## src/common/cad_defines.svh

```systemverilog
// ------------------------------
// Image, kernel, bank and word sizes
// ------------------------------
`ifndef CAD_DEFINES_SVH
`define CAD_DEFINES_SVH

// Image and kernel geometry
`define CAD_IMG_DIM    8
`define CAD_KER_DIM    5

// One bank per kernel column
`define CAD_NUM_BANKS  5

// Data widths
`define CAD_PIX_W      8
`define CAD_ACC_W      20

// Bank storage, two column groups of eight rows
`define CAD_BANK_DEPTH 16
`define CAD_BANK_AW    4

// Pooled words per run
`define CAD_OUT_WORDS  4

`endif

```

## src/common/cad_pkg.sv

```systemverilog
// ------------------------------
// Shared data and address types
// ------------------------------
`include "cad_defines.svh"

package cad_pkg;

  // Pixel or kernel weight
  typedef logic signed [`CAD_PIX_W-1:0] pix_t;

  // Accumulator and pooled result
  typedef logic signed [`CAD_ACC_W-1:0] acc_t;

  // Image address inside one bank
  typedef logic [`CAD_BANK_AW-1:0] bank_addr_t;

  // Kernel row
  typedef logic [2:0] ker_addr_t;

  // Lane rotation for weight alignment
  typedef logic [2:0] rot_t;

endpackage

```

## src/common/bank_if.sv

```systemverilog
// ------------------------------
// Bank interface between sequencer,
// storage banks and MAC
// ------------------------------
`timescale 1ns/1ps
`include "cad_defines.svh"

interface bank_if
  import cad_pkg::*;
();

  // Per-bank image address and write strobes
  bank_addr_t                 img_addr [`CAD_NUM_BANKS];
  logic [`CAD_NUM_BANKS-1:0]  img_we;
  logic [`CAD_NUM_BANKS-1:0]  ker_we;

  // Every bank reads the same kernel row
  ker_addr_t                  ker_addr;
  pix_t                       wdata;

  // Registered read data, one entry per bank
  pix_t                       pix [`CAD_NUM_BANKS];
  pix_t                       wgt [`CAD_NUM_BANKS];

  modport seq (
    output img_addr, img_we, ker_addr, ker_we, wdata
  );

  modport bank (
    input  img_addr, img_we, ker_addr, ker_we, wdata,
    output pix, wgt
  );

  modport mac (
    input pix, wgt
  );

endinterface

```

## src/common/conv_tag_if.sv

```systemverilog
// ------------------------------
// Per-cycle compute tags
// ------------------------------
`timescale 1ns/1ps

interface conv_tag_if
  import cad_pkg::*;
();

  logic valid;
  rot_t rot;
  // Last kernel row of one conv output
  logic conv_last;
  // Last conv output of one pooling window
  logic pool_last;

  modport seq (output valid, rot, conv_last, pool_last);
  modport mac (input  valid, rot, conv_last, pool_last);

endinterface

```

## src/conv_sequencer/conv_sequencer.sv

```systemverilog
// ------------------------------
// Load and compute control with
// bank address generation
// ------------------------------
`timescale 1ns/1ps
`include "cad_defines.svh"

module conv_sequencer
  import cad_pkg::*;
(
  input  logic    clk,
  input  logic    rst_n,
  input  logic    in_valid,
  input  logic    in_valid2,
  input  pix_t    matrix,
  bank_if.seq     banks,
  conv_tag_if.seq tags
);

  localparam int IMG_PIX  = `CAD_IMG_DIM * `CAD_IMG_DIM;
  localparam int LOAD_LEN = IMG_PIX + `CAD_KER_DIM * `CAD_KER_DIM;
  localparam int KER_LAST = `CAD_KER_DIM - 1;
  localparam int WIN_LAST = `CAD_OUT_WORDS * 4 - 1;

  typedef enum logic [1:0] {S_IDLE, S_LOAD, S_COMP} state_t;

  state_t    state;
  logic [6:0] ld_cnt;
  logic [2:0] kx_cnt;
  ker_addr_t  ky_ld;
  ker_addr_t  ky;
  // {py, px, dy, dx}
  logic [3:0] win_cnt;

  logic       wr;
  logic       ld_ker;
  logic [2:0] ld_x;
  logic [2:0] ld_y;
  logic       ld_hi;
  logic [2:0] ld_bank;
  logic [1:0] ox;
  logic [1:0] oy;
  logic [2:0] row;
  logic       conv_last;

  // ------------------------------
  // Load addressing
  // ------------------------------
  assign wr      = in_valid && (state != S_COMP);
  assign ld_ker  = (ld_cnt >= 7'(IMG_PIX));
  assign ld_x    = ld_cnt[2:0];
  assign ld_y    = ld_cnt[5:3];
  assign ld_hi   = (ld_x >= 3'd5);
  assign ld_bank = ld_hi ? ld_x - 3'd5 : ld_x;

  // ------------------------------
  // Compute position
  // ------------------------------
  assign ox        = {win_cnt[2], win_cnt[0]};
  assign oy        = {win_cnt[3], win_cnt[1]};
  assign row       = {1'b0, oy} + ky;
  assign conv_last = (ky == ker_addr_t'(KER_LAST));

  always_comb
  begin
    banks.wdata    = matrix;
    banks.ker_addr = (state == S_COMP) ? ky : ky_ld;
    for (int b = 0; b < `CAD_NUM_BANKS; b++)
    begin
      banks.img_we[b] = wr && !ld_ker && (ld_bank == 3'(b));
      banks.ker_we[b] = wr && ld_ker && (kx_cnt == 3'(b));
      // Bank b serves column ox + ((b - ox) mod 5), in the upper group when b < ox
      if (state == S_COMP)
        banks.img_addr[b] = {(3'(b) < {1'b0, ox}), row};
      else
        banks.img_addr[b] = {ld_hi, ld_y};
    end
  end

  // Tags travel with the addresses; ox < 5 so it is its own rotation
  assign tags.valid     = (state == S_COMP);
  assign tags.rot       = rot_t'(ox);
  assign tags.conv_last = conv_last;
  assign tags.pool_last = conv_last && win_cnt[0] && win_cnt[1];

  // ------------------------------
  // Control FSM
  // ------------------------------
  always_ff @(posedge clk or negedge rst_n)
  begin
    if (!rst_n)
    begin
      state   <= S_IDLE;
      ld_cnt  <= '0;
      kx_cnt  <= '0;
      ky_ld   <= '0;
      ky      <= '0;
      win_cnt <= '0;
    end
    else
    begin
      case (state)
        S_IDLE:
        begin
          // First pixel is written in this cycle already
          if (in_valid)
          begin
            state  <= S_LOAD;
            ld_cnt <= 7'd1;
          end
          else if (in_valid2)
          begin
            state   <= S_COMP;
            ky      <= '0;
            win_cnt <= '0;
          end
        end
        S_LOAD:
        begin
          if (ld_ker)
          begin
            if (kx_cnt == 3'(KER_LAST))
            begin
              kx_cnt <= '0;
              ky_ld  <= ky_ld + 1'b1;
            end
            else
              kx_cnt <= kx_cnt + 1'b1;
          end
          if (!in_valid || ld_cnt == 7'(LOAD_LEN - 1))
          begin
            state  <= S_IDLE;
            ld_cnt <= '0;
            kx_cnt <= '0;
            ky_ld  <= '0;
          end
          else
            ld_cnt <= ld_cnt + 1'b1;
        end
        S_COMP:
        begin
          if (conv_last)
          begin
            ky      <= '0;
            win_cnt <= win_cnt + 1'b1;
            if (win_cnt == 4'(WIN_LAST))
              state <= S_IDLE;
          end
          else
            ky <= ky + 1'b1;
        end
        default:
          state <= S_IDLE;
      endcase
    end
  end

endmodule

```

## src/mac_pool/mac_pool.sv

```systemverilog
// ------------------------------
// Five-lane MAC, row accumulation
// and 2x2 max pooling
// ------------------------------
`timescale 1ns/1ps
`include "cad_defines.svh"

module mac_pool
  import cad_pkg::*;
(
  input  logic    clk,
  input  logic    rst_n,
  bank_if.mac     banks,
  conv_tag_if.mac tags,
  output acc_t    result,
  output logic    result_valid
);

  localparam int NB = `CAD_NUM_BANKS;

  // Tags delayed to meet the bank read data
  logic v_q;
  rot_t rot_q;
  logic conv_last_q;
  logic pool_last_q;

  acc_t row_sum;
  acc_t conv_sum;
  acc_t conv_acc;
  acc_t max_next;
  acc_t max_q;
  logic win_first;

  // Pixel lane b meets the weight of kernel column (b - rot) mod 5
  always_comb
  begin
    int widx;
    row_sum = '0;
    for (int b = 0; b < NB; b++)
    begin
      widx = b + NB - int'(rot_q);
      if (widx >= NB)
        widx = widx - NB;
      row_sum = row_sum + banks.pix[b] * banks.wgt[widx];
    end
  end

  assign conv_sum = conv_acc + row_sum;
  assign max_next = (win_first || conv_sum > max_q) ? conv_sum : max_q;

  // ------------------------------
  // Control and accumulation
  // ------------------------------
  always_ff @(posedge clk or negedge rst_n)
  begin
    if (!rst_n)
    begin
      v_q          <= 1'b0;
      rot_q        <= '0;
      conv_last_q  <= 1'b0;
      pool_last_q  <= 1'b0;
      conv_acc     <= '0;
      win_first    <= 1'b1;
      result_valid <= 1'b0;
    end
    else
    begin
      v_q          <= tags.valid;
      rot_q        <= tags.rot;
      conv_last_q  <= tags.valid && tags.conv_last;
      pool_last_q  <= tags.valid && tags.pool_last;
      result_valid <= pool_last_q;
      // Restart on the row after the last kernel row
      if (v_q)
        conv_acc <= conv_last_q ? '0 : conv_sum;
      if (conv_last_q)
        win_first <= pool_last_q;
    end
  end

  // Running max and window result
  always_ff @(posedge clk)
  begin
    if (conv_last_q)
      max_q <= max_next;
    if (pool_last_q)
      result <= max_next;
  end

endmodule

```

## src/verilog/cad_top.sv

```systemverilog
// ------------------------------
// CNN feature engine top level
// ------------------------------
`timescale 1ns/1ps
`include "cad_defines.svh"

module cad_top
  import cad_pkg::*;
(
  input  logic                  clk,
  input  logic                  rst_n,
  input  logic                  in_valid,
  input  logic                  in_valid2,
  input  logic [`CAD_PIX_W-1:0] matrix,
  output logic                  out_valid,
  output logic                  out_value
);

  acc_t result;
  logic result_valid;

  bank_if     banks ();
  conv_tag_if tags ();

  conv_sequencer u_seq (
    .clk       (clk),
    .rst_n     (rst_n),
    .in_valid  (in_valid),
    .in_valid2 (in_valid2),
    .matrix    (pix_t'(matrix)),
    .banks     (banks.seq),
    .tags      (tags.seq)
  );

  // Column x lives in bank x mod 5
  for (genvar b = 0; b < `CAD_NUM_BANKS; b++) begin : g_bank
    img_bank #(
      .BANK_IDX (b)
    ) u_bank (
      .clk   (clk),
      .rst_n (rst_n),
      .port  (banks.bank)
    );
  end

  mac_pool u_mac (
    .clk          (clk),
    .rst_n        (rst_n),
    .banks        (banks.mac),
    .tags         (tags.mac),
    .result       (result),
    .result_valid (result_valid)
  );

  out_serializer u_ser (
    .clk          (clk),
    .rst_n        (rst_n),
    .result       (result),
    .result_valid (result_valid),
    .out_valid    (out_valid),
    .out_value    (out_value)
  );

endmodule

```

## src/verilog/img_bank.sv

```systemverilog
// ------------------------------
// One image/kernel storage bank
// ------------------------------
`timescale 1ns/1ps
`include "cad_defines.svh"

module img_bank
  import cad_pkg::*;
#(
  parameter int BANK_IDX = 0
)
(
  input  logic clk,
  input  logic rst_n,
  bank_if.bank port
);

  pix_t img_mem [`CAD_BANK_DEPTH];
  // One kernel column, indexed by row
  pix_t ker_mem [`CAD_KER_DIM];
  pix_t pix_q;
  pix_t wgt_q;

  always_ff @(posedge clk)
  begin
    if (port.img_we[BANK_IDX])
      img_mem[port.img_addr[BANK_IDX]] <= port.wdata;
    if (port.ker_we[BANK_IDX])
      ker_mem[port.ker_addr] <= port.wdata;
  end

  // Synchronous read, data one cycle after address
  always_ff @(posedge clk or negedge rst_n)
  begin
    if (!rst_n)
    begin
      pix_q <= '0;
      wgt_q <= '0;
    end
    else
    begin
      pix_q <= img_mem[port.img_addr[BANK_IDX]];
      wgt_q <= ker_mem[port.ker_addr];
    end
  end

  assign port.pix[BANK_IDX] = pix_q;
  assign port.wgt[BANK_IDX] = wgt_q;

endmodule

```

## src/verilog/out_serializer.sv

```systemverilog
// ------------------------------
// Result buffer and MSB-first
// bit serializer
// ------------------------------
`timescale 1ns/1ps
`include "cad_defines.svh"

module out_serializer
  import cad_pkg::*;
(
  input  logic clk,
  input  logic rst_n,
  input  acc_t result,
  input  logic result_valid,
  output logic out_valid,
  output logic out_value
);

  localparam int LAST_BIT = `CAD_ACC_W - 1;
  localparam int CNT_W    = $clog2(`CAD_ACC_W);

  acc_t             buf_word;
  logic             buf_full;
  acc_t             shift_q;
  logic [CNT_W-1:0] bit_cnt;

  logic word_done;
  logic take_buf;
  logic take_new;
  logic to_buf;
  acc_t next_word;

  // Idle, or the last bit of a word is on the output
  assign word_done = !out_valid || (bit_cnt == CNT_W'(LAST_BIT));
  // Buffered word is older, so it goes first
  assign take_buf  = word_done && buf_full;
  assign take_new  = word_done && !buf_full && result_valid;
  assign to_buf    = result_valid && !take_new;
  assign next_word = take_buf ? buf_word : result;

  always_ff @(posedge clk or negedge rst_n)
  begin
    if (!rst_n)
    begin
      out_valid <= 1'b0;
      out_value <= 1'b0;
      buf_full  <= 1'b0;
      bit_cnt   <= '0;
    end
    else
    begin
      if (word_done)
      begin
        if (take_buf || take_new)
        begin
          out_valid <= 1'b1;
          out_value <= next_word[LAST_BIT];
          bit_cnt   <= '0;
        end
        else
        begin
          out_valid <= 1'b0;
          out_value <= 1'b0;
        end
      end
      else
      begin
        out_value <= shift_q[LAST_BIT];
        bit_cnt   <= bit_cnt + 1'b1;
      end
      if (to_buf)
        buf_full <= 1'b1;
      else if (take_buf)
        buf_full <= 1'b0;
    end
  end

  // Remaining bits, next one at the top
  always_ff @(posedge clk)
  begin
    if (take_buf || take_new)
      shift_q <= next_word << 1;
    else if (!word_done)
      shift_q <= shift_q << 1;
    if (to_buf)
      buf_word <= result;
  end

endmodule
```

## config.mk

```make
export PLATFORM = sky130hd
export DESIGN_NAME = cad_top
export DESIGN_NICKNAME = d
export VERILOG_FILES = /design/src/common/cad_pkg.sv /design/src/common/bank_if.sv /design/src/common/conv_tag_if.sv /design/src/conv_sequencer/conv_sequencer.sv /design/src/mac_pool/mac_pool.sv /design/src/verilog/cad_top.sv /design/src/verilog/img_bank.sv /design/src/verilog/out_serializer.sv
export VERILOG_INCLUDE_DIRS = /design/src /design/src/common
export SDC_FILE = /design/constraint.sdc
export NUM_CORES = 2
export LEC_CHECK = 0
export ABC_AREA = 1
export BUFFER_PORTS_ARGS = -buffer_cell sky130_fd_sc_hd__buf_2
export CAP_MARGIN = 20
export CORE_MARGIN = 5
export CORE_UTILIZATION = 28
export DETAILED_ROUTE_END_ITERATION = 10
export PLACE_DENSITY = 0.52
export RECOVER_POWER = 50
export SKIP_LAST_GASP = 1
export SLEW_MARGIN = 10
export SYNTH_ARGS = -nofsm -noshare
export SYNTH_HDL_FRONTEND = slang
export SYNTH_SLANG_ARGS = --single-unit
```

## constraint.sdc

```tcl
create_clock -name clk -period 11.6 [get_ports clk]
set_input_delay 0.58 -clock clk [delete_from_list [all_inputs] [get_ports clk]]
set_output_delay 0.58 -clock clk [all_outputs]
set_load 0.01 [all_outputs]
```

==> results.yml <==
synth:
  synthArstFlopShare_pct: 13.0
  yosysWarnings: 0
  ys_types: 58
  synth-xor-area-share_pct: 1.56
  synth_area_um2: 56600
  synth_cells: 5059
  synth_compound_area_share_pct: 8.21
  syn_nets: 5621
  synth_top_area_share_pct: 48.7
  muxShareOfSynthArea_pct: 0
  synthTopCellsByArea: "edfxtp_1 49%, fa_1 12%, nand2_1 7.3%"
  synth_seq_area_share_pct: 54.8
  synth-edff-count: 919
  yosys.area.top_type: "edfxtp_1"
  synth-adder-area-share_pct: 16.7
  ys.flop_type: "edfxtp_1"
  synth-simple-area-share_pct: 12.5
  synth-seq-cells: 1056
  syn_avg_cell_area_um2: 11.2
  synth_top_family_by_area: "adder cells"
floorplanning:
  dieHeight_um: 460
  io_pins: 14
  core_um2: 202000
  start_util_pct: 28.1
  die_w_um: 460
  die-area_um2: 211000
  placementRows: 165
clocking:
  post_cts_buffers: 0
  cts_tree: "built"
  cts.clk_slew.worst_paths_ps: 60
  clk_latency_ps: 770
  root_buffer: "clkbuf_16"
  h-tree-depth: 3
  clockBufferDepth: 3
  cts.sinks: 1056
  cts_made_buffers: 110
sta:
  slew_violations: 1021
  fin_crit_sh_pct: 94.1
  clock.fmax_mhz: 91.6
  rsz0062_at_grt: "no"
  worst_pin_slew_ps: 4730
  skew_ps: 86.9
  tns_ps: 0
  slew_headroom_pct: -215
  postLayoutSetupSlackWorst_ps: 679
  finalHoldViolations: 0
  fin_crit_ps: 10920
  setup_viol: 0
critical_path:
  critPathLaunch: "u_mac.rot_q[1]"
  crit_top_cell: "nand2_1"
  critPathSlowestCell: "fa_1"
  startpoint_type: "register"
  crit_end: "u_mac.result[19]"
  rrSetupSlack_ps: 680
  slowest_delay_ps: 550
  setup.worst_path.end_class: "register"
  reg2reg_to: "u_mac.result[19]"
  cp_max_fo: 25
  arrival_ps: 11470
  reg2reg_depth: 47
  critPathKind: "register to register"
  regToRegStartpoint: "u_mac.rot_q[1]"
  worstPathRequired_ps: 12140
outcome:
  violations: "capacitance limit, slew limit"
  status: "complete, but fails checks"
detailed_routing:
  finalWirelength_um: 150000
  via_count: 36400
  first_pass_iters: 6
  drc_errors: 0
  routed_via_density: 4.61
  wire_per_inst_um: 19.1
  drt_iter0_markers: 2436
  ant_nets: 0
placement:
  dp_hpwl_um: 104000
  dp_cells: 7685
  post-place-ws_ps: 276
  portBuffers: 13
  gp_congestion: 0.920
grt:
  grt_max_degree: 161
  grt_pass1_wl_um: 231000
  antenna_found_initial: 6
  grt_pass1_vias: 37300
  grtUsageTotal_pct: 14.1
  grt_overflow_total: 0
hold_path:
  whs_path_depth: 3
  hold_path.class: "primary input to register"
flow_run:
  drv_cap: 19
layout:
  regArea_um2: 31000
  final_cells: 7897
  layout_common_cells: "1096 x nand2_1, 919 x edfxtp_1, 710 x inv_1, 397 x nor2_1, 345 x fa_1"
  fillers: 20300
  layout.nets: 5688
  final_common_cell: "nand2_1"
  syn_to_final_growth_pct: 12.6
  drive_gt1_share_pct: 6.32
  multi_input_area_um2: 22200
-- critical path, delay by kind of cell, from the launching register on --
family / cells / cell delay, ps
buffers and inverters: 10 / 1430
AOI/OAI and AO/OA: 6 / 1190
adders and majority gates: 11 / 4890
and+or+nand+nor: 19 / 2210
xor gates and xnor gates: 1 / 530
DFF: 1 / 430
-- cell type report --
type,instances,share of cell area [%]
diodes,3,0.0118
clock buffers,126,4.41
clock inverters,82,1.49
inverters,748,4.40
multi-input cells,3114,34.8
flip-flops and latches,1056,48.6
well taps,2672,5.24
repair buffers,96,1.05
-- sequential cells by signal, indices dropped and copies added (netlist names), 2 cells and up --
register and flops:
g_bank.u_bank.pix_q 40, u_seq.ky_ld 3, u_ser.buf_word 20, g_bank.u_bank.ker_mem 200, u_ser.bit_cnt 5, u_ser.shift_q 19
u_mac.result 20, u_mac.rot_q 2, u_seq.ky 3, u_mac.conv_acc 20, u_mac.max_q 20, u_seq.kx_cnt 3
g_bank.u_bank.wgt_q 40, u_seq.win_cnt 4, u_seq.ld_cnt 7, g_bank.u_bank.img_mem 640, u_seq.state 2
-- worst min-delay path by stage --
stage | start | to | slack [ps]
floorplan | rst_n | g_bank[0].u_bank.pix_q[0] | 280
global placement | u_mac.result[11] | u_ser.buf_word[11] | 440
detailed placement | u_mac.result[12] | u_ser.buf_word[12] | 440
CTS | in_valid | u_seq.state[0] | 80
global route | in_valid | u_seq.state[0] | 120
finish | in_valid | u_seq.state[0] | 150
-- Yosys cell counts, types with 8 or more instances --
cell / count
o21bai_1: 8
o21ai_0: 130
o31ai_1: 15
inv_2: 35
edfxtp_1: 919
nand2_1: 1097
o22ai_1: 10
a22o_1: 8
nand4_1: 72
a21oi_1: 140
xnor2_1: 40
nand3_1: 102
nor2_2: 12
nor2_1: 401
dfrtp_1: 136
buf_2: 75
ha_1: 205
buf_1: 13
xor2_1: 61
nor3_1: 44
inv_1: 710
fa_1: 345
o211ai_1: 16
a22oi_1: 323
clkbuf_1: 40
-- what timing repair did --
item / in CTS / in global routing
hold buffers: 1 / 0
endpoints found under the hold margin: 72 / 0
resized for setup: 0 / 15
setup endpoints to repair: 0 / 40
-- routing by layer --
| metal | global-route usage [%] | routed length (um) | vias up |
|---|---|---|---|
| met5 | 0 | 0 | - |
| met4 | 3.80 | 3890 | 0 |
| li1 | - | - | 17200 |
| met2 | 23.3 | 71400 | 825 |
| met1 | 19.3 | 68500 | 18200 |
| met3 | 2.07 | 6610 | 217 |
-- metrics by stage --
stage / hold WS [ps] / cell area (um2) / util (%)
2_1_floorplan: 284 / 56600 / -
5_1_grt: 115 / 63800 / 31.6
3_5_place_dp: 437 / 60100 / 29.8
3_3_place_gp: 438 / 60100 / 29.8
6_report: 145 / 63800 / 31.6
4_1_cts: 78.9 / 63800 / 31.6
-- logic make-up after synthesis --
logic type      Yosys count
simple gates           1756
flops                  1056
fa+ha+maj               550
compound gates          707
buf+inv                 889
xor+xnor                101
Power is left out: the tool's default activity adds up to more than one toggle a clock period on the data nets, which glitch-free logic cannot reach.
